File: config.mk
export PLATFORM = sky130hd
export DESIGN_NAME = core_shell_top
export DESIGN_NICKNAME = d
export VERILOG_FILES = /design/src/verilog/core_shell_pkg.sv /design/src/verilog/option_regs.sv /design/src/verilog/player_inputs.sv /design/src/verilog/rom_port_mux.sv /design/src/verilog/video_aspect.sv /design/src/verilog/core_shell_top.sv
export SDC_FILE = /design/constraint.sdc
export NUM_CORES = 1
export LEC_CHECK = 0
export BUFFER_PORTS_ARGS = -buffer_cell sky130_fd_sc_hd__clkbuf_2
export CAP_MARGIN = 20
export CORE_AREA = 10 10 280 282
export CTS_CLUSTER_DIAMETER = 30
export DETAILED_ROUTE_END_ITERATION = 16
export DIE_AREA = 0 0 290 292
export PLACE_DENSITY = 0.3
export SLEW_MARGIN = 10
export SYNTH_ARGS = -nofsm -noshare
export SYNTH_HDL_FRONTEND = slang
export SYNTH_SLANG_ARGS = --single-unit
File: constraint.sdc
create_clock -name clk_sys -period 5.9 [get_ports clk_sys]
set_input_delay 1.18 -clock clk_sys [delete_from_list [all_inputs] [get_ports clk_sys]]
set_output_delay 1.18 -clock clk_sys [all_outputs]
set_load 0.005 [all_outputs]
File: src/verilog/core_shell_pkg.sv
// Arcade board shell shared definitions
// Host word widths, joystick bit map and the bundles passed between blocks
package core_shell_pkg;

    ////////////////////////////////////////
    // Host interface
    ////////////////////////////////////////

    // Option status word from the host controller
    localparam int STATUS_W = 129;

    // Download index reserved for DIP switch banks
    localparam logic [7:0] DIP_INDEX = 8'd254;
    localparam int DIP_ADDR_W = 25;

    // Buttons per player handed to the game logic
    localparam int PLAYER_BITS = 10;

    // Extra buttons sitting above the player bits in a joystick word
    localparam int JOY_START  = 10;
    localparam int JOY_COIN   = 11;
    localparam int JOY_START2 = 12;
    localparam int JOY_PAUSE  = 13;

    ////////////////////////////////////////
    // Memory ports
    ////////////////////////////////////////

    localparam int SDR_ADDR_W = 25;
    localparam int DDR_ADDR_W = 29;

    // Decoded option settings
    typedef struct packed {
        logic [1:0] aspect;
        logic [2:0] fx;
        logic [1:0] scale;
        logic       pause_in_menu;
        logic       autosave;
        logic       vertical;
        logic       squished;
        logic       cpu_turbo;
        logic [4:0] hoffset;
        logic [4:0] voffset;
        logic [1:0] sample_attn;
        logic [3:0] layer_en;
        logic       solid_sprites;
    } option_t;

    // Cabinet inputs as seen by the game logic
    typedef struct packed {
        logic [PLAYER_BITS-1:0] p1;
        logic [PLAYER_BITS-1:0] p2;
        logic [PLAYER_BITS-1:0] p3;
        logic [PLAYER_BITS-1:0] p4;
        logic [3:0]             start;
        logic [3:0]             coin;
        logic                   pause;
    } player_t;

    // One SDRAM channel request, byte addressed
    typedef struct packed {
        logic [SDR_ADDR_W-1:0] addr;
        logic [15:0]           wdata;
        logic [1:0]            be;
        logic                  rnw;
        logic                  req;
    } sdr_port_t;

    // DDR command path, 64-bit words
    typedef struct packed {
        logic [7:0]            burstcnt;
        logic [DDR_ADDR_W-1:0] addr;
        logic                  rd;
        logic [7:0]            be;
        logic                  we;
    } ddr_cmd_t;

endpackage

File: src/verilog/option_regs.sv
// Option registers for the arcade shell
// Splits the host status word into settings, keeps the DIP switch banks
// loaded over the download stream and builds the core reset
`timescale 1ns/10ps

module option_regs #(
    parameter int DIP_BANKS = 8
) (
    input  logic                                 clk_sys,
    input  logic                                 rst_n,

    input  logic [core_shell_pkg::STATUS_W-1:0]   status,
    input  logic [1:0]                           buttons,

    // Download stream
    input  logic                                 ioctl_wr,
    input  logic [7:0]                           ioctl_index,
    input  logic [core_shell_pkg::DIP_ADDR_W-1:0] ioctl_addr,
    input  logic [7:0]                           ioctl_dout,

    input  logic                                 rom_load_busy,

    output core_shell_pkg::option_t              options,
    output logic [DIP_BANKS-1:0][7:0]            dip_sw,
    output logic                                 core_rst_n
);

    logic dip_wr;
    logic rst_req;

    ////////////////////////////////////////
    // Option decode
    ////////////////////////////////////////

    always_comb begin
        options.aspect        = status[2:1];
        options.fx            = status[31:29];
        options.scale         = status[6:5];
        options.pause_in_menu = status[7];
        options.autosave      = status[8];
        options.vertical      = status[10];
        options.squished      = status[11];
        options.cpu_turbo     = status[16];
        options.hoffset       = status[21:17];
        options.voffset       = status[26:22];
        options.sample_attn   = status[28:27];
        // Host menu stores layer disables
        options.layer_en      = ~status[67:64];
        options.solid_sprites = status[68];
    end

    ////////////////////////////////////////
    // DIP switch banks
    ////////////////////////////////////////

    // One byte per bank, bytes past the last bank are dropped
    assign dip_wr = ioctl_wr
                 && (ioctl_index == core_shell_pkg::DIP_INDEX)
                 && (ioctl_addr < DIP_BANKS);

    // Switches are active low so the idle value is all ones
    always_ff @(posedge clk_sys) begin
        if (!rst_n) begin
            dip_sw <= '1;
        end else if (dip_wr) begin
            for (int b = 0; b < DIP_BANKS; b++) begin
                if (ioctl_addr == b) begin
                    dip_sw[b] <= ioctl_dout;
                end
            end
        end
    end

    ////////////////////////////////////////
    // Core reset
    ////////////////////////////////////////

    // Menu reset, user button, or a ROM load in progress
    assign rst_req = status[0] | buttons[1] | rom_load_busy;

    always_ff @(posedge clk_sys) begin
        if (!rst_n) begin
            core_rst_n <= 1'b0;
        end else begin
            core_rst_n <= ~rst_req;
        end
    end

endmodule

File: src/verilog/player_inputs.sv
// Cabinet input merge
// ORs keyboard and joystick words per player and maps the start, coin
// and pause buttons, registered once on the system clock
`timescale 1ns/10ps

module player_inputs (
    input  logic                    clk_sys,
    input  logic                    core_rst_n,

    input  logic [15:0]             joy_p1,
    input  logic [15:0]             joy_p2,
    input  logic [15:0]             joy_p3,
    input  logic [15:0]             joy_p4,

    input  logic [15:0]             key_p1,
    input  logic [15:0]             key_p2,
    input  logic [15:0]             key_p3,
    input  logic [15:0]             key_p4,

    input  logic [3:0]              key_start,
    input  logic [3:0]              key_coin,
    input  logic                    key_pause,

    output core_shell_pkg::player_t players
);

    localparam int PB = core_shell_pkg::PLAYER_BITS;

    logic [15:0]             m_p1;
    logic [15:0]             m_p2;
    logic [15:0]             m_p3;
    logic [15:0]             m_p4;
    logic [15:0]             joy_any;
    core_shell_pkg::player_t players_nxt;

    assign m_p1 = key_p1 | joy_p1;
    assign m_p2 = key_p2 | joy_p2;
    assign m_p3 = key_p3 | joy_p3;
    assign m_p4 = key_p4 | joy_p4;

    // Shared buttons can come from any pad
    assign joy_any = joy_p1 | joy_p2 | joy_p3 | joy_p4;

    always_comb begin
        players_nxt.p1 = m_p1[PB-1:0];
        players_nxt.p2 = m_p2[PB-1:0];
        players_nxt.p3 = m_p3[PB-1:0];
        players_nxt.p4 = m_p4[PB-1:0];

        players_nxt.start[0] = joy_p1[core_shell_pkg::JOY_START] | key_start[0];
        // Second start button on any pad also starts player 2
        players_nxt.start[1] = joy_p2[core_shell_pkg::JOY_START]
                             | joy_any[core_shell_pkg::JOY_START2]
                             | key_start[1];
        players_nxt.start[2] = joy_p3[core_shell_pkg::JOY_START] | key_start[2];
        players_nxt.start[3] = joy_p4[core_shell_pkg::JOY_START] | key_start[3];

        // Single coin slot
        players_nxt.coin = {3'b000, joy_any[core_shell_pkg::JOY_COIN] | (|key_coin)};

        players_nxt.pause = joy_any[core_shell_pkg::JOY_PAUSE] | key_pause;
    end

    ////////////////////////////////////////
    // Output register
    ////////////////////////////////////////

    always_ff @(posedge clk_sys) begin
        if (!core_rst_n) begin
            players <= '0;
        end else begin
            players <= players_nxt;
        end
    end

endmodule

File: src/verilog/rom_port_mux.sv
// Shared memory port select
// While a ROM load runs the loader owns the SDRAM channel and the DDR
// command path, otherwise the CPU and the rotation buffer do
`timescale 1ns/10ps

module rom_port_mux (
    input  logic                                  rom_load_busy,

    // Loader side of the SDRAM channel
    input  core_shell_pkg::sdr_port_t             rom_sdr,

    // CPU read side of the SDRAM channel
    input  logic [core_shell_pkg::SDR_ADDR_W-1:0] cpu_addr,
    input  logic                                  cpu_req,

    input  logic                                  sdr_rdy,

    input  core_shell_pkg::ddr_cmd_t              rom_ddr,
    input  core_shell_pkg::ddr_cmd_t              rotate_ddr,

    output core_shell_pkg::sdr_port_t             sdr,
    output logic                                  cpu_rdy,
    output logic                                  rom_rdy,
    output core_shell_pkg::ddr_cmd_t              ddr
);

    ////////////////////////////////////////
    // SDRAM channel
    ////////////////////////////////////////

    always_comb begin
        // Write data only matters for loader writes
        sdr.wdata = rom_sdr.wdata;

        if (rom_load_busy) begin
            sdr.addr = rom_sdr.addr;
            sdr.be   = rom_sdr.be;
            sdr.rnw  = 1'b0;
            sdr.req  = rom_sdr.req;
        end else begin
            // CPU only reads program data
            sdr.addr = cpu_addr;
            sdr.be   = 2'b00;
            sdr.rnw  = 1'b1;
            sdr.req  = cpu_req;
        end
    end

    // Only the current owner is requesting, so both can watch the one ready
    assign cpu_rdy = sdr_rdy;
    assign rom_rdy = sdr_rdy;

    ////////////////////////////////////////
    // DDR command path
    ////////////////////////////////////////

    // Rotation buffer gets DDR back when the load finishes
    always_comb begin
        if (rom_load_busy) begin
            ddr = rom_ddr;
        end else begin
            ddr = rotate_ddr;
        end
    end

endmodule

File: src/verilog/video_aspect.sv
// Video aspect ratio select
// Gives the scaler its aspect numerator and denominator from the menu
`timescale 1ns/10ps

module video_aspect (
    input  core_shell_pkg::option_t options,

    output logic [11:0]             arx,
    output logic [11:0]             ary
);

    always_comb begin
        if (options.aspect == 2'd0) begin
            // Native ratio, swapped for a rotated monitor
            if (options.vertical) begin
                arx = 12'd7;
                ary = 12'd10;
            end else begin
                arx = 12'd10;
                ary = 12'd7;
            end
        end else begin
            // Full screen or custom ratio slot, ary of zero tells the scaler
            arx = 12'(options.aspect - 2'd1);
            ary = 12'd0;
        end
    end

endmodule

File: src/verilog/core_shell_top.sv
// Arcade board shell top level
// Ties option decode, input merge, memory port sharing and aspect select
// together between the host controller and the game logic
`timescale 1ns/10ps

module core_shell_top #(
    parameter int DIP_BANKS = 8
) (
    input  logic                                  clk_sys,
    input  logic                                  rst_n,

    // Host controller
    input  logic [core_shell_pkg::STATUS_W-1:0]    status,
    input  logic [1:0]                            buttons,
    input  logic                                  ioctl_wr,
    input  logic [7:0]                            ioctl_index,
    input  logic [core_shell_pkg::DIP_ADDR_W-1:0]  ioctl_addr,
    input  logic [7:0]                            ioctl_dout,

    // Player inputs
    input  logic [15:0]                           joy_p1,
    input  logic [15:0]                           joy_p2,
    input  logic [15:0]                           joy_p3,
    input  logic [15:0]                           joy_p4,
    input  logic [15:0]                           key_p1,
    input  logic [15:0]                           key_p2,
    input  logic [15:0]                           key_p3,
    input  logic [15:0]                           key_p4,
    input  logic [3:0]                            key_start,
    input  logic [3:0]                            key_coin,
    input  logic                                  key_pause,

    // Memory users
    input  logic                                  rom_load_busy,
    input  core_shell_pkg::sdr_port_t             rom_sdr,
    input  logic [core_shell_pkg::SDR_ADDR_W-1:0] cpu_addr,
    input  logic                                  cpu_req,
    input  logic                                  sdr_rdy,
    input  core_shell_pkg::ddr_cmd_t              rom_ddr,
    input  core_shell_pkg::ddr_cmd_t              rotate_ddr,

    output core_shell_pkg::option_t               options,
    output logic [DIP_BANKS-1:0][7:0]             dip_sw,
    output logic                                  core_rst_n,
    output core_shell_pkg::player_t               players,
    output core_shell_pkg::sdr_port_t             sdr,
    output logic                                  cpu_rdy,
    output logic                                  rom_rdy,
    output core_shell_pkg::ddr_cmd_t              ddr,
    output logic [11:0]                           arx,
    output logic [11:0]                           ary
);

    option_regs #(
        .DIP_BANKS(DIP_BANKS)
    ) option_regs_inst (
        .clk_sys,
        .rst_n,
        .status,
        .buttons,
        .ioctl_wr,
        .ioctl_index,
        .ioctl_addr,
        .ioctl_dout,
        .rom_load_busy,
        .options,
        .dip_sw,
        .core_rst_n
    );

    // Inputs are held clear while the core sits in reset
    player_inputs player_inputs_inst (
        .clk_sys,
        .core_rst_n,
        .joy_p1,
        .joy_p2,
        .joy_p3,
        .joy_p4,
        .key_p1,
        .key_p2,
        .key_p3,
        .key_p4,
        .key_start,
        .key_coin,
        .key_pause,
        .players
    );

    rom_port_mux rom_port_mux_inst (
        .rom_load_busy,
        .rom_sdr,
        .cpu_addr,
        .cpu_req,
        .sdr_rdy,
        .rom_ddr,
        .rotate_ddr,
        .sdr,
        .cpu_rdy,
        .rom_rdy,
        .ddr
    );

    video_aspect video_aspect_inst (
        .options,
        .arx,
        .ary
    );

endmodule

# --- Yosys cells after proc, flatten, opt, wreduce, memory -nomap -nowiden ---
# Cells that the tools add are included.
op_classes:
  eq_ne: 8
  order_cmp: 1
  mux: 7
  n_reduce_logical: 13
  bitwise_logic: 18
  n_addsub: 1
op_table:
  columns: ["cell", "n"]
  rows:
  - ["25-bit by 3-bit equality test with 1-bit output, second input constant", 4]
  - ["25-bit by 2-bit equality test with 1-bit output, second input constant", 2]
  - ["47-bit 2-to-1 mux", 1]
  - ["14-bit bitwise OR", 3]
  - ["10-bit bitwise OR", 4]
  - ["25-bit by 1-bit equality test with 1-bit output, second input constant", 1]
  - ["25-bit zero test", 1]
  - ["25-bit by 4-bit < comparator with 1-bit output, second input constant", 1]
  - ["25-bit 2-to-1 mux", 1]
  - ["4-bit 2-to-1 mux", 4]
  - ["2-bit AND reduction", 8]
  - ["12-bit 2-to-1 mux", 1]
  - ["1-bit bitwise OR", 9]
  - ["8-bit equality test, second input constant", 1]
  - ["4-bit inverter", 1]
  - ["4-bit OR reduction", 1]
  - ["2-bit by 1-bit subtractor with 3-bit output, second input constant", 1]
  - ["1-bit logical AND", 2]
  - ["2-bit zero test", 1]
  - ["1-bit inverter", 1]
word_totals:
  register_bits: 114
  wordCells: 65

# --- Logic depth before layout (Yosys ltp) ---
# Gate-level depths: netlist of the first run.
depth:
  word_depth: 5
  mapped_depth: 4

# --- Hierarchy ---
# A second synthesis of the first run with hierarchy kept.
hier_totals:
  cells_unflattened: 508
  area_unflattened_um2: 5759.3
by_module_without_submodules:
  columns: ["module", "area_each_um2", "instances", "seq_area_each_um2", "cells_each"]
  rows:
  - ["option_regs", 3051.7, 1, 1301.2, 272]
  - ["player_inputs", 1346.3, 1, 920.9, 105]
  - ["rom_port_mux", 1153.6, 1, 0.0, 102]
  - ["video_aspect", 207.7, 1, 0.0, 29]

# --- Worst setup path before layout of the first run ---
# No wires, ideal clock.
synth_timing:
  kind: "in2out"
  from: "in rom_load_busy"
  to: "out ddr[12] in the netlist's numbering"
  path_slack_ns: 2.313
  arrival_time_ns: 2.407
  path_buffers: 3
  cell_stages: 4
  required_ns: 4.720
  path_cell_list: "clkbuf_1 buf_1 clkbuf_1 mux2_2"
synth_rtl:
  columns: ["element", "line", "text"]
  rows:
  - ["start: declaration", "core_shell_top.sv:34", "input logic rom_load_busy,"]
  - ["end: declaration", "core_shell_top.sv:49", "output core_shell_pkg::ddr_cmd_t ddr,"]

==> summary.txt, run 1 <==
Die
  – Die X: 290 um
  – Starting Density: 7.69%
  – Vert. Die Dim: 292 um
  – FP Rows: 99
  – Die ar.: 0.0847 mm2
  – Core Footprint: 0.0726 mm2
  – I/O pin total: 740

Synthesis
  – EDFF count, synth: 0
  – Seq cells post-synth: 111
  – Cells after Synth: 504
  – Asr flop ratio synth: 0%
  – Post-synthesis area per instance: 11.1 um2
  – Post-synth cell types: 30
  – Sequential share of the synthesized area: 39.8%
  – Synth Warn #: 0
  – Synth top area cells: dfxtp_1, mux2_2, mux2i_1, buf_4, nor2b_1
  – Primary FF master, synth: dfxtp_1
  – Top cell type's share of synthesized area: 39.8%
  – Cell Area, Synth: 0.00558 mm2
  – Largest area contributor in the netlist: dfxtp_1

STA
  – F_max: 0.260 GHz
  – TNS Setup: 0 ns
  – Unrepaired setup endpoints after global routing: no
  – Final Max Slew Viols: 0
  – Hold Vio Cnt, Final: 0
  – Worst slew margin: 29.2%
  – Final setup viols: 0
  – Fin crit share: 65.1%
  – Actual slew at the worst max-slew pin: 1.06 ns
  – Clock skew: 0.0105 ns
  – Fin crit period: 3.84 ns

Critical path
  – Critical Path RT: 4.72 ns
  – Crit path DAT: 2.66 ns
  – CP Launch Type: input port
  – Slowest cell on crit path: buf_4
  – Buf+Inv Stages, Crit Path: 2
  – Worst Setup End Kind: output pin
  – Crit-path max FO: 77
  – CP Cell Sequence: buf_4, mux2_1, clkbuf_2
  – Largest stage delay on the critical path: 0.74 ns
  – Crit Path Class: in2out
  – Worst path top cell family by delay: buffers and inverters

GRT
  – Vias in the first global route: 6210
  – Largest net degree at the start of global routing: 78
  – Antenna violations before repair: 15
  – Gr usage total: 9.55%
  – GRT overflow: 0
  – First-pass GRT wire length: 55.2 mm

CTS
  – CTS tree: yes
  – CTS H-Tree Depth: 3
  – CTS Buf Count: 9
  – Root Buffer: clkbuf_16
  – Clock Pin Slew Worst Setup and Hold Paths: 0.08 ns
  – Clk buf depth: 2
  – Worst-Skew Late Latency: 0.39 ns
  – # Post-CTS Setup Buffers: 0
  – Cts repair resizes: 0
  – Cts hold-fix bufs: 0
  – Clock sinks: 111

Cells and area
  – Layout cells sized above 1: 64.1%
  – Area Growth Syn to Fin: 64.2%
  – Final Core Density: 12.6%
  – Nets: 1435

Detailed routing
  – DRC: 0
  – Post-DRT Antenna Nets: 0
  – Vias/cell: 2.82
  – Vias after detailed routing: 5415
  – Post-DR wirelength/cell: 21.8 um
  – DR pass1 iterations: 4
  – First DRT Iteration DRCs: 246
  – Total Routed Length: 41.9 mm

Placed design
  – Port bufs: 508
  – Gpl congestion: 0.815
  – Dpl hpwl: 37.6 mm

Flow run
  – Max-cap violations: 0

Power
  – PwrDens: 191 mW/mm2
  – Static leakage: 4.00 nW
  – Peak VDD IR: 0.120 mV

Hold path
  – HP Class: reg2reg

Status
  – Outcome: completed
-- layout make-up --
type,count,area (um2)
Inverter,9,33.8
Clock buffer,9,225
Timing Repair Buffer,515,2600
Multi-Input combinational cell,309,2790
Antenna cell,3,7.51
Sequential cell,111,2220
Fill cell,8494,63400
Tap cell,959,1200
Clock inverter,7,78.8
-- worst reg2reg max path, cell delays in order, from the launching register on --
cell and delay, ns:
dfxtp_2 0.32, buf_4 0.42, o21a_1 0.35
-- metrics by stage --
stage	hold slack [ns]	instance area [um2]	setup WS [ns]	std cells	total power, mW
final	0.516	9160	2.06	1922	1.75
after global placement	0.494	8830	2.05	1901	1.12
after global routing	0.552	9150	1.97	1919	1.85
after CTS	0.521	9150	2.04	1919	1.81
after floorplan	0.504	5650	2.31	522	0.910
after detailed placement	0.503	8850	2.03	1903	1.12
-- cell families after synthesis --
kind of cell | after synthesis | synth area share [%]
compound gates | 47 | 6.35
fa+ha+maj | 1 | 0.224
buf+inv | 102 | 11.3
flops | 111 | 39.8
mux | 137 | 26.2
other cells | 1 | 0.0672
simple gates | 105 | 16.0
-- where the power goes --
group | internal (mW) | leakage, nW | switching, mW | total [mW]
clock | 0.306 | 0.151 | 0.355 | 0.662
combinational | 0.160 | 2.95 | 0.167 | 0.327
sequential | 0.756 | 0.900 | 0.00215 | 0.758
-- cell usage after synthesis, types with 2 or more instances --
| master | n |
|---|---|
| or2b_1 | 2 |
| and2_1 | 4 |
| buf_4 | 63 |
| nor4_1 | 2 |
| clkbuf_1 | 12 |
| buf_1 | 17 |
| mux2i_1 | 64 |
| mux2_2 | 66 |
| inv_1 | 9 |
| mux2_1 | 7 |
| nor2b_1 | 74 |
| nand4_4 | 2 |
| nor4_4 | 11 |
| or4_1 | 2 |
| dfxtp_1 | 111 |
| o21a_1 | 44 |
-- cell usage in the layout (no fill, tap or decap), types with 8 or more instances in the layout --
| cell type | synthesis | routed |
|---|---|---|
| mux2_2 | 66 | 66 |
| nor2b_1 | 74 | 74 |
| conb_1 | 1 | 19 |
| buf_4 | 63 | 8 |
| clkbuf_2 | 0 | 507 |
| inv_1 | 9 | 9 |
| nor4_4 | 11 | 11 |
| o21a_1 | 44 | 44 |
| dfxtp_1 | 111 | 110 |
| clkbuf_16 | 0 | 9 |
| mux2i_1 | 64 | 64 |
-- metal layers --
layer  vias to the layer above  track usage [%]  part of all wire, %
met3                        30             7.34                   16
met4                        14             1.11                 0.54
met1                      2451             9.84                   36
met2                       369             15.5                   47
li1                       2551                -                    -
met5                         -            0.963                 0.48
-- path summary, 6_finish.rpt --
path / start / to / slack (ns) / cells after the start
hold reg to reg: option_regs_inst.dip_sw[14]$_SDFFE_PN1P_ / option_regs_inst.dip_sw[14]$_SDFFE_PN1P_ / 0.52 / 2
setup reg to reg: option_regs_inst.core_rst_n$_SDFF_PN0_ / player_inputs_inst.players[32]$_SDFF_PN0_ / 4.74 / 2
setup / recovery: rom_load_busy / sdr[0] / 2.06 / 3
hold / removal: option_regs_inst.dip_sw[14]$_SDFFE_PN1P_ / option_regs_inst.dip_sw[14]$_SDFFE_PN1P_ / 0.52 / 2
-- state kept, by name (all words and copies together), names as in the netlist --
register and flops:
option_regs_inst.core_rst_n 1, player_inputs_inst.players 46, option_regs_inst.dip_sw 64
Note: power is estimated with default switching activity, not from simulation.
==> run 2: changes to the inputs <==
- clock period: 5.9 -> 3.88 ns (I/O delays scaled with it)
==> summary.txt, run 2 (synthesis gave the netlist of run 1 again) <==
Detailed routing
  – Total Routed Length: 42.2 mm (was 41.9 mm)
  – First DRT Iteration DRCs: 221 (was 246)
  – Post-DR wirelength/cell: 21.8 um (about the same)
  – Post-DRT Antenna Nets: 0 (unchanged)
  – Vias/cell: 2.84 (was 2.82)
  – Vias after detailed routing: 5491 (was 5415)
  – DR pass1 iterations: 4 (unchanged)
  – DRC: 0 (unchanged)

STA
  – Unrepaired setup endpoints after global routing: no (unchanged)
  – Final setup viols: 0 (unchanged)
  – Worst slew margin: 38.0% (was 29.2%)
  – Clock skew: 0.0222 ns (was 0.0105 ns)
  – TNS Setup: 0 ns (unchanged)
  – Fin crit period: 2.87 ns
  – F_max: 0.348 GHz
  – Actual slew at the worst max-slew pin: 0.929 ns (was 1.06 ns)
  – Final Max Slew Viols: 0 (unchanged)
  – Fin crit share: 74.1%
  – Hold Vio Cnt, Final: 0 (unchanged)

Cells and area
  – Biggest register: option_regs_inst.dip_sw (unchanged)
  – Nets: 1443 (was 1435)
  – Leading cell type in the layout, fill and taps excluded: clkbuf_2 (unchanged)
  – Area Growth Syn to Fin: 65.9% (was 64.2%)
  – Layout cells sized above 1: 64.4% (was 64.1%)
  – Commonest non-fill, non-tap cells in the layout: clkbuf_2, dfxtp_1, nor2b_1, mux2_2, mux2i_1 (unchanged)
  – Regs by FF count: option_regs_inst.dip_sw x64, player_inputs_inst.players x46, option_regs_inst.core_rst_n x1 (unchanged)
  – FILL cells: 8420 (was 8494)
  – Max reg flops: 64 (unchanged)
  – Design area: 0.00925 mm2 (was 0.00916 mm2)

Hold path
  – HP Class: reg2reg (unchanged)

Critical path
  – Worst Setup End Kind: output pin (unchanged)
  – CP Launch Type: input port (unchanged)
  – Critical Path RT: 3.10 ns (was 4.72 ns)
  – Crit-path max FO: 36 (was 77)
  – Largest stage delay on the critical path: 0.41 ns (was 0.74 ns)
  – FF-to-FF Start: option_regs_inst.core_rst_n$_SDFF_PN0_ (unchanged)
  – Critical Path Sink: sdr[38] (was sdr[0])
  – Worst path top cell family by delay: buffers and inverters (unchanged)
  – CP Launch Point: rom_load_busy (unchanged)
  – Critical path depth in cells: 4 (was 3)
  – Crit Path Class: in2out (unchanged)
  – Reg2Reg Depth: 2 (unchanged)
  – Buf+Inv Stages, Crit Path: 3 (was 2)
  – Most common cell on crit path: buf_4
  – CP Cell Sequence: buf_4, buf_4, mux2_2, clkbuf_2 (was buf_4, mux2_1, clkbuf_2)
  – Slowest cell on crit path: buf_4 (unchanged)
  – FF-to-FF setup slack: 2.72 ns (was 4.74 ns)
  – R2R Path End: player_inputs_inst.players[32]$_SDFF_PN0_ (unchanged)
  – Crit path DAT: 2.10 ns (was 2.66 ns)

CTS
  – Cts hold-fix bufs: 0 (unchanged)
  – # Post-CTS Setup Buffers: 0 (unchanged)
  – Worst-Skew Late Latency: 0.40 ns (was 0.39 ns)
  – Clk buf depth: 2 (unchanged)
  – CTS tree: yes (unchanged)
  – Clock sinks: 111 (unchanged)
  – Cts repair resizes: 0 (unchanged)
  – Root Buffer: clkbuf_16 (unchanged)
  – Clock Pin Slew Worst Setup and Hold Paths: 0.09 ns (was 0.08 ns)
  – CTS Buf Count: 9 (unchanged)
  – CTS H-Tree Depth: 3 (unchanged)

Die
  – I/O pin total: 740 (unchanged)
  – Vert. Die Dim: 292 um (unchanged)
  – Die X: 290 um (unchanged)
  – Starting Density: 7.69% (unchanged)
  – Core Footprint: 0.0726 mm2 (unchanged)
  – Die ar.: 0.0847 mm2 (unchanged)
  – FP Rows: 99 (unchanged)

GRT
  – Most Crowded Layer GR: met2 (unchanged)
  – Met1 Usage GRT: 9.97% (was 9.84%)
  – Met3 global-route usage: 7.06% (was 7.34%)
  – Antenna violations before repair: 19 (was 15)
  – Grt met2 use: 15.5% (about the same)
  – Vias in the first global route: 6062 (was 6210)
  – Gr usage total: 9.52% (was 9.55%)
  – GRT overflow: 0 (unchanged)
  – First-pass GRT wire length: 54.9 mm (was 55.2 mm)
  – Largest net degree at the start of global routing: 72 (was 78)

Placed design
  – Area after DPL: 0.00892 mm2 (was 0.00885 mm2)
  – Dpl hpwl: 37.8 mm (was 37.6 mm)
  – Gpl congestion: 0.840 (was 0.815)
  – Port bufs: 508 (unchanged)

Flow run
  – Max-cap violations: 0 (unchanged)

Status
  – Outcome: completed (unchanged)

Power
  – PwrDens: 295 mW/mm2 (was 191 mW/mm2)
  – Peak VDD IR: 0.168 mV (was 0.120 mV)
  – Static leakage: 4.05 nW (was 4.00 nW)
-- run 2: changes by cell type in the layout (fill, tap and decap cells not counted), sizes merged --
cell | before | now
buf | 8 | 16
bufinv | 0 | 1
clkinv | 1 | 2
diode | 3 | 5
inv | 15 | 13
-- run 2: how the worst min path moves through the flow --
| stage | from | end | cells after the start |
|---|---|---|---|
| finish | option_regs_inst.dip_sw[24]$_SDFFE_PN1P_ | option_regs_inst.dip_sw[24]$_SDFFE_PN1P_ | 2 |
| global route | status[0] | option_regs_inst.core_rst_n$_SDFF_PN0_ | 2 |
| CTS | status[0] | option_regs_inst.core_rst_n$_SDFF_PN0_ | 2 |
| detailed placement | option_regs_inst.dip_sw[44]$_SDFFE_PN1P_ | option_regs_inst.dip_sw[44]$_SDFFE_PN1P_ | 2 |
| global placement | option_regs_inst.dip_sw[18]$_SDFFE_PN1P_ | option_regs_inst.dip_sw[18]$_SDFFE_PN1P_ | 2 |
| floorplan | option_regs_inst.dip_sw[0]$_SDFFE_PN1P_ | option_regs_inst.dip_sw[0]$_SDFFE_PN1P_ | 2 |
-- run 2: cell type report --
cell class	count	area [um2]	area share [%]
multi-input combinational	309	2790	30.2
timing repair buffer	523	2670	28.9
sequential	111	2220	24.0
tap	959	1200	13.0
clock buffer	9	225	2.43
clock inverter	7	95.1	1.03
inverter	9	33.8	0.365
antenna	5	12.5	0.135
-- run 2: power by group --
| part | internal (mW) | switching (mW) | leakage (nW) |
|---|---|---|---|
| Sequential | 1.15 | 0.00319 | 0.900 |
| Combinational | 0.248 | 0.254 | 2.99 |
| Clock | 0.524 | 0.549 | 0.157 |
-- run 2: tightest hold or removal path, stage by stage, from the launching register on --
cell	delay, ns
dfxtp_1	0.34
nor2b_1	0.05
mux2i_1	0.10
-- run 2: metal layers --
| metal | vias up | share of wire [%] | wire (um) |
|---|---|---|---|
| li1 | 2565 | - | - |
| met1 | 2498 | 37 | 15600 |
| met2 | 376 | 46 | 19600 |
| met3 | 34 | 16 | 6570 |
| met4 | 18 | 0.51 | 215 |
| met5 | - | 0.54 | 226 |
-- run 2: per-stage QoR --
step / power (mW) / hold slack [ns] / util, % / setup WS, ns / std cells
2_1_floorplan: 1.38 / 0.504 / - / 1.10 / 522
3_5_place_dp: 1.70 / 0.497 / 12.3 / 0.955 / 1911
5_1_grt: 2.88 / 0.498 / 12.7 / 0.917 / 1927
3_3_place_gp: 1.70 / 0.493 / 12.3 / 0.978 / 1910
4_1_cts: 2.82 / 0.500 / 12.7 / 0.936 / 1927
6_report: 2.73 / 0.523 / 12.7 / 1.01 / 1932
==> run 3: changes to the inputs <==
- CORE_AREA: 10 10 280 282 -> 10 10 277 279
- DIE_AREA: 0 0 290 292 -> 0 0 287 289
- PLACE_DENSITY: 0.3 -> 0.31
- clock period: 3.88 -> 2.4 ns (I/O delays scaled with it)
==> summary.txt, run 3 (synthesis gave the netlist of run 1 again) <==
STA
  – F_max: 0.439 GHz
  – Worst slew margin: 56.9% (was 38.0%)
  – Final Max Slew Viols: 0 (unchanged)
  – Fin crit period: 2.28 ns
  – Actual slew at the worst max-slew pin: 0.646 ns (was 0.929 ns)
  – Final setup viols: 0 (unchanged)
  – Hold Vio Cnt, Final: 0 (unchanged)
  – TNS Setup: 0 ns (unchanged)
  – Fin crit share: 94.8%
  – Setup WS post-layout: 0.124 ns (was 1.01 ns)
  – Unrepaired setup endpoints after global routing: no (unchanged)
  – Clock skew: 0.00602 ns (was 0.0222 ns)

CTS
  – Cts repair resizes: 0 (unchanged)
  – Worst-Skew Late Latency: 0.38 ns (was 0.40 ns)
  – CTS H-Tree Depth: 3 (unchanged)
  – Clk buf depth: 2 (unchanged)
  – Clock Pin Slew Worst Setup and Hold Paths: 0.08 ns (was 0.09 ns)
  – Clock sinks: 111 (unchanged)
  – CTS tree: yes (unchanged)
  – CTS Buf Count: 9 (unchanged)
  – # Post-CTS Setup Buffers: 0 (unchanged)
  – Cts hold-fix bufs: 0 (unchanged)
  – Root Buffer: clkbuf_16 (unchanged)

Cells and area
  – Storage cell area: 0.00222 mm2 (unchanged)
  – Design area: 0.00944 mm2 (was 0.00925 mm2)
  – Multi-input gate area: 0.00279 mm2 (unchanged)
  – Final Core Density: 13.3% (was 12.7%)
  – Layout cells sized above 1: 64.8% (was 64.4%)
  – Commonest non-fill, non-tap cells in the layout: clkbuf_2, dfxtp_1, nor2b_1, mux2_2, mux2i_1 (unchanged)
  – FILL cells: 8279 (was 8420)
  – Biggest register: option_regs_inst.dip_sw (unchanged)
  – Area Growth Syn to Fin: 69.2% (was 65.9%)
  – Nets: 1457 (was 1443)
  – Leading cell type in the layout, fill and taps excluded: clkbuf_2 (unchanged)
  – Regs by FF count: option_regs_inst.dip_sw x64, player_inputs_inst.players x46, option_regs_inst.core_rst_n x1 (unchanged)
  – Max reg flops: 64 (unchanged)

Power
  – Peak VDD IR: 0.277 mV (was 0.168 mV)
  – PwrDens: 448 mW/mm2 (was 295 mW/mm2)
  – Static leakage: 4.14 nW (was 4.05 nW)

Placed design
  – Area after DPL: 0.00913 mm2 (was 0.00892 mm2)
  – Port bufs: 508 (unchanged)
  – Dpl hpwl: 37.1 mm (was 37.8 mm)
  – Pre-CTS WS: 0.0223 ns (was 0.955 ns)
  – Gpl congestion: 0.800 (was 0.840)

Critical path
  – CP Launch Type: input port (unchanged)
  – Crit path DAT: 1.80 ns (was 2.10 ns)
  – Crit Path Class: in2out (unchanged)
  – Critical Path RT: 1.92 ns (was 3.10 ns)
  – Crit-path max FO: 46 (was 36)
  – Worst Setup End Kind: output pin (unchanged)

Die
  – Vert. Die Dim: 289 um (was 292 um)
  – I/O pin total: 740 (unchanged)
  – Core Footprint: 0.0711 mm2 (was 0.0726 mm2)
  – FP Rows: 98 (was 99)
  – Starting Density: 7.84% (was 7.69%)
  – Die X: 287 um (was 290 um)
  – Die ar.: 0.0829 mm2 (was 0.0847 mm2)

GRT
  – Vias in the first global route: 6132 (was 6062)
  – First-pass GRT wire length: 53.8 mm (was 54.9 mm)
  – GRT overflow: 0 (unchanged)
  – Met3 global-route usage: 6.30% (was 7.06%)
  – Met1 Usage GRT: 10.5% (was 9.97%)
  – Grt met2 use: 15.5% (about the same)
  – Antenna violations before repair: 24 (was 19)
  – Most Crowded Layer GR: met2 (unchanged)
  – Largest net degree at the start of global routing: 47 (was 72)
  – Gr usage total: 9.61% (was 9.52%)

Detailed routing
  – Total Routed Length: 41.2 mm (was 42.2 mm)
  – First DRT Iteration DRCs: 164 (was 221)
  – Vias/cell: 2.81 (was 2.84)
  – DR pass1 iterations: 4 (unchanged)
  – DRC: 0 (unchanged)
  – Post-DRT Antenna Nets: 0 (unchanged)
  – Post-DR wirelength/cell: 21.2 um (was 21.8 um)
  – Vias after detailed routing: 5461 (was 5491)

Flow run
  – Max-cap violations: 0 (unchanged)

Status
  – Outcome: completed (unchanged)

Hold path
  – HP Class: in2reg (was reg2reg)
[run 3: cell types whose count changed in the layout (fill, tap and decap cells not counted)]
cell / before / now
buf_12: 1 / 10
clkbuf_1: 0 / 1
diode_2: 5 / 8
clkinv_4: 1 / 0
clkinv_2: 0 / 1
buf_4: 15 / 20
clkbuf_8: 0 / 1
bufinv_16: 1 / 0
inv_8: 2 / 1
[run 3: final cells by class]
type	instances	area share [%]
antenna	8	0.212
sequential	111	23.6
clock inverter	5	0.530
multi-input combinational	309	29.6
inverter	9	0.358
tap	950	12.6
clock buffer	11	2.57
timing repair buffer	537	30.6
[run 3: power by group]
| part | internal [mW] | total (mW) | switching [mW] |
|---|---|---|---|
| Sequential | 1.86 | 1.87 | 0.00838 |
| Clock | 0.759 | 1.60 | 0.842 |
| Combinational | 0.410 | 0.766 | 0.355 |
| Total | 3.03 | 4.23 | 1.21 |
[run 3: path summary, 6_finish.rpt]
path / start / end / slack (ns) / cells past startpoint
setup / recovery: rom_load_busy / sdr[3] / 0.12 / 5
hold / removal: buttons[1] / option_regs_inst.core_rst_n$_SDFF_PN0_ / 0.25 / 2
setup reg to reg: option_regs_inst.core_rst_n$_SDFF_PN0_ / player_inputs_inst.players[7]$_SDFF_PN0_ / 1.12 / 2
hold reg to reg: option_regs_inst.dip_sw[52]$_SDFFE_PN1P_ / option_regs_inst.dip_sw[52]$_SDFFE_PN1P_ / 0.52 / 2
[run 3: metrics by stage]
step / total power [mW] / hold WS, ns / cells
floorplan: 2.24 / 0.504 / 522
global placement: 2.70 / 0.495 / 1916
detailed placement: 2.70 / 0.503 / 1916
CTS: 4.40 / 0.213 / 1932
global route: 4.50 / 0.219 / 1933
finish: 4.23 / 0.253 / 1940
[run 3: per-layer routing]
layer,up-vias,wire length (um)
met1,2444,16100
met5,-,258
li1,2595,-
met2,358,19100
met3,44,5490
met4,20,306
[run 3: worst max-delay path, stage by stage]
cell,delay [ns]
buf_4,0.51
buf_12,0.23
buf_12,0.11
and2_1,0.24
clkbuf_2,0.20
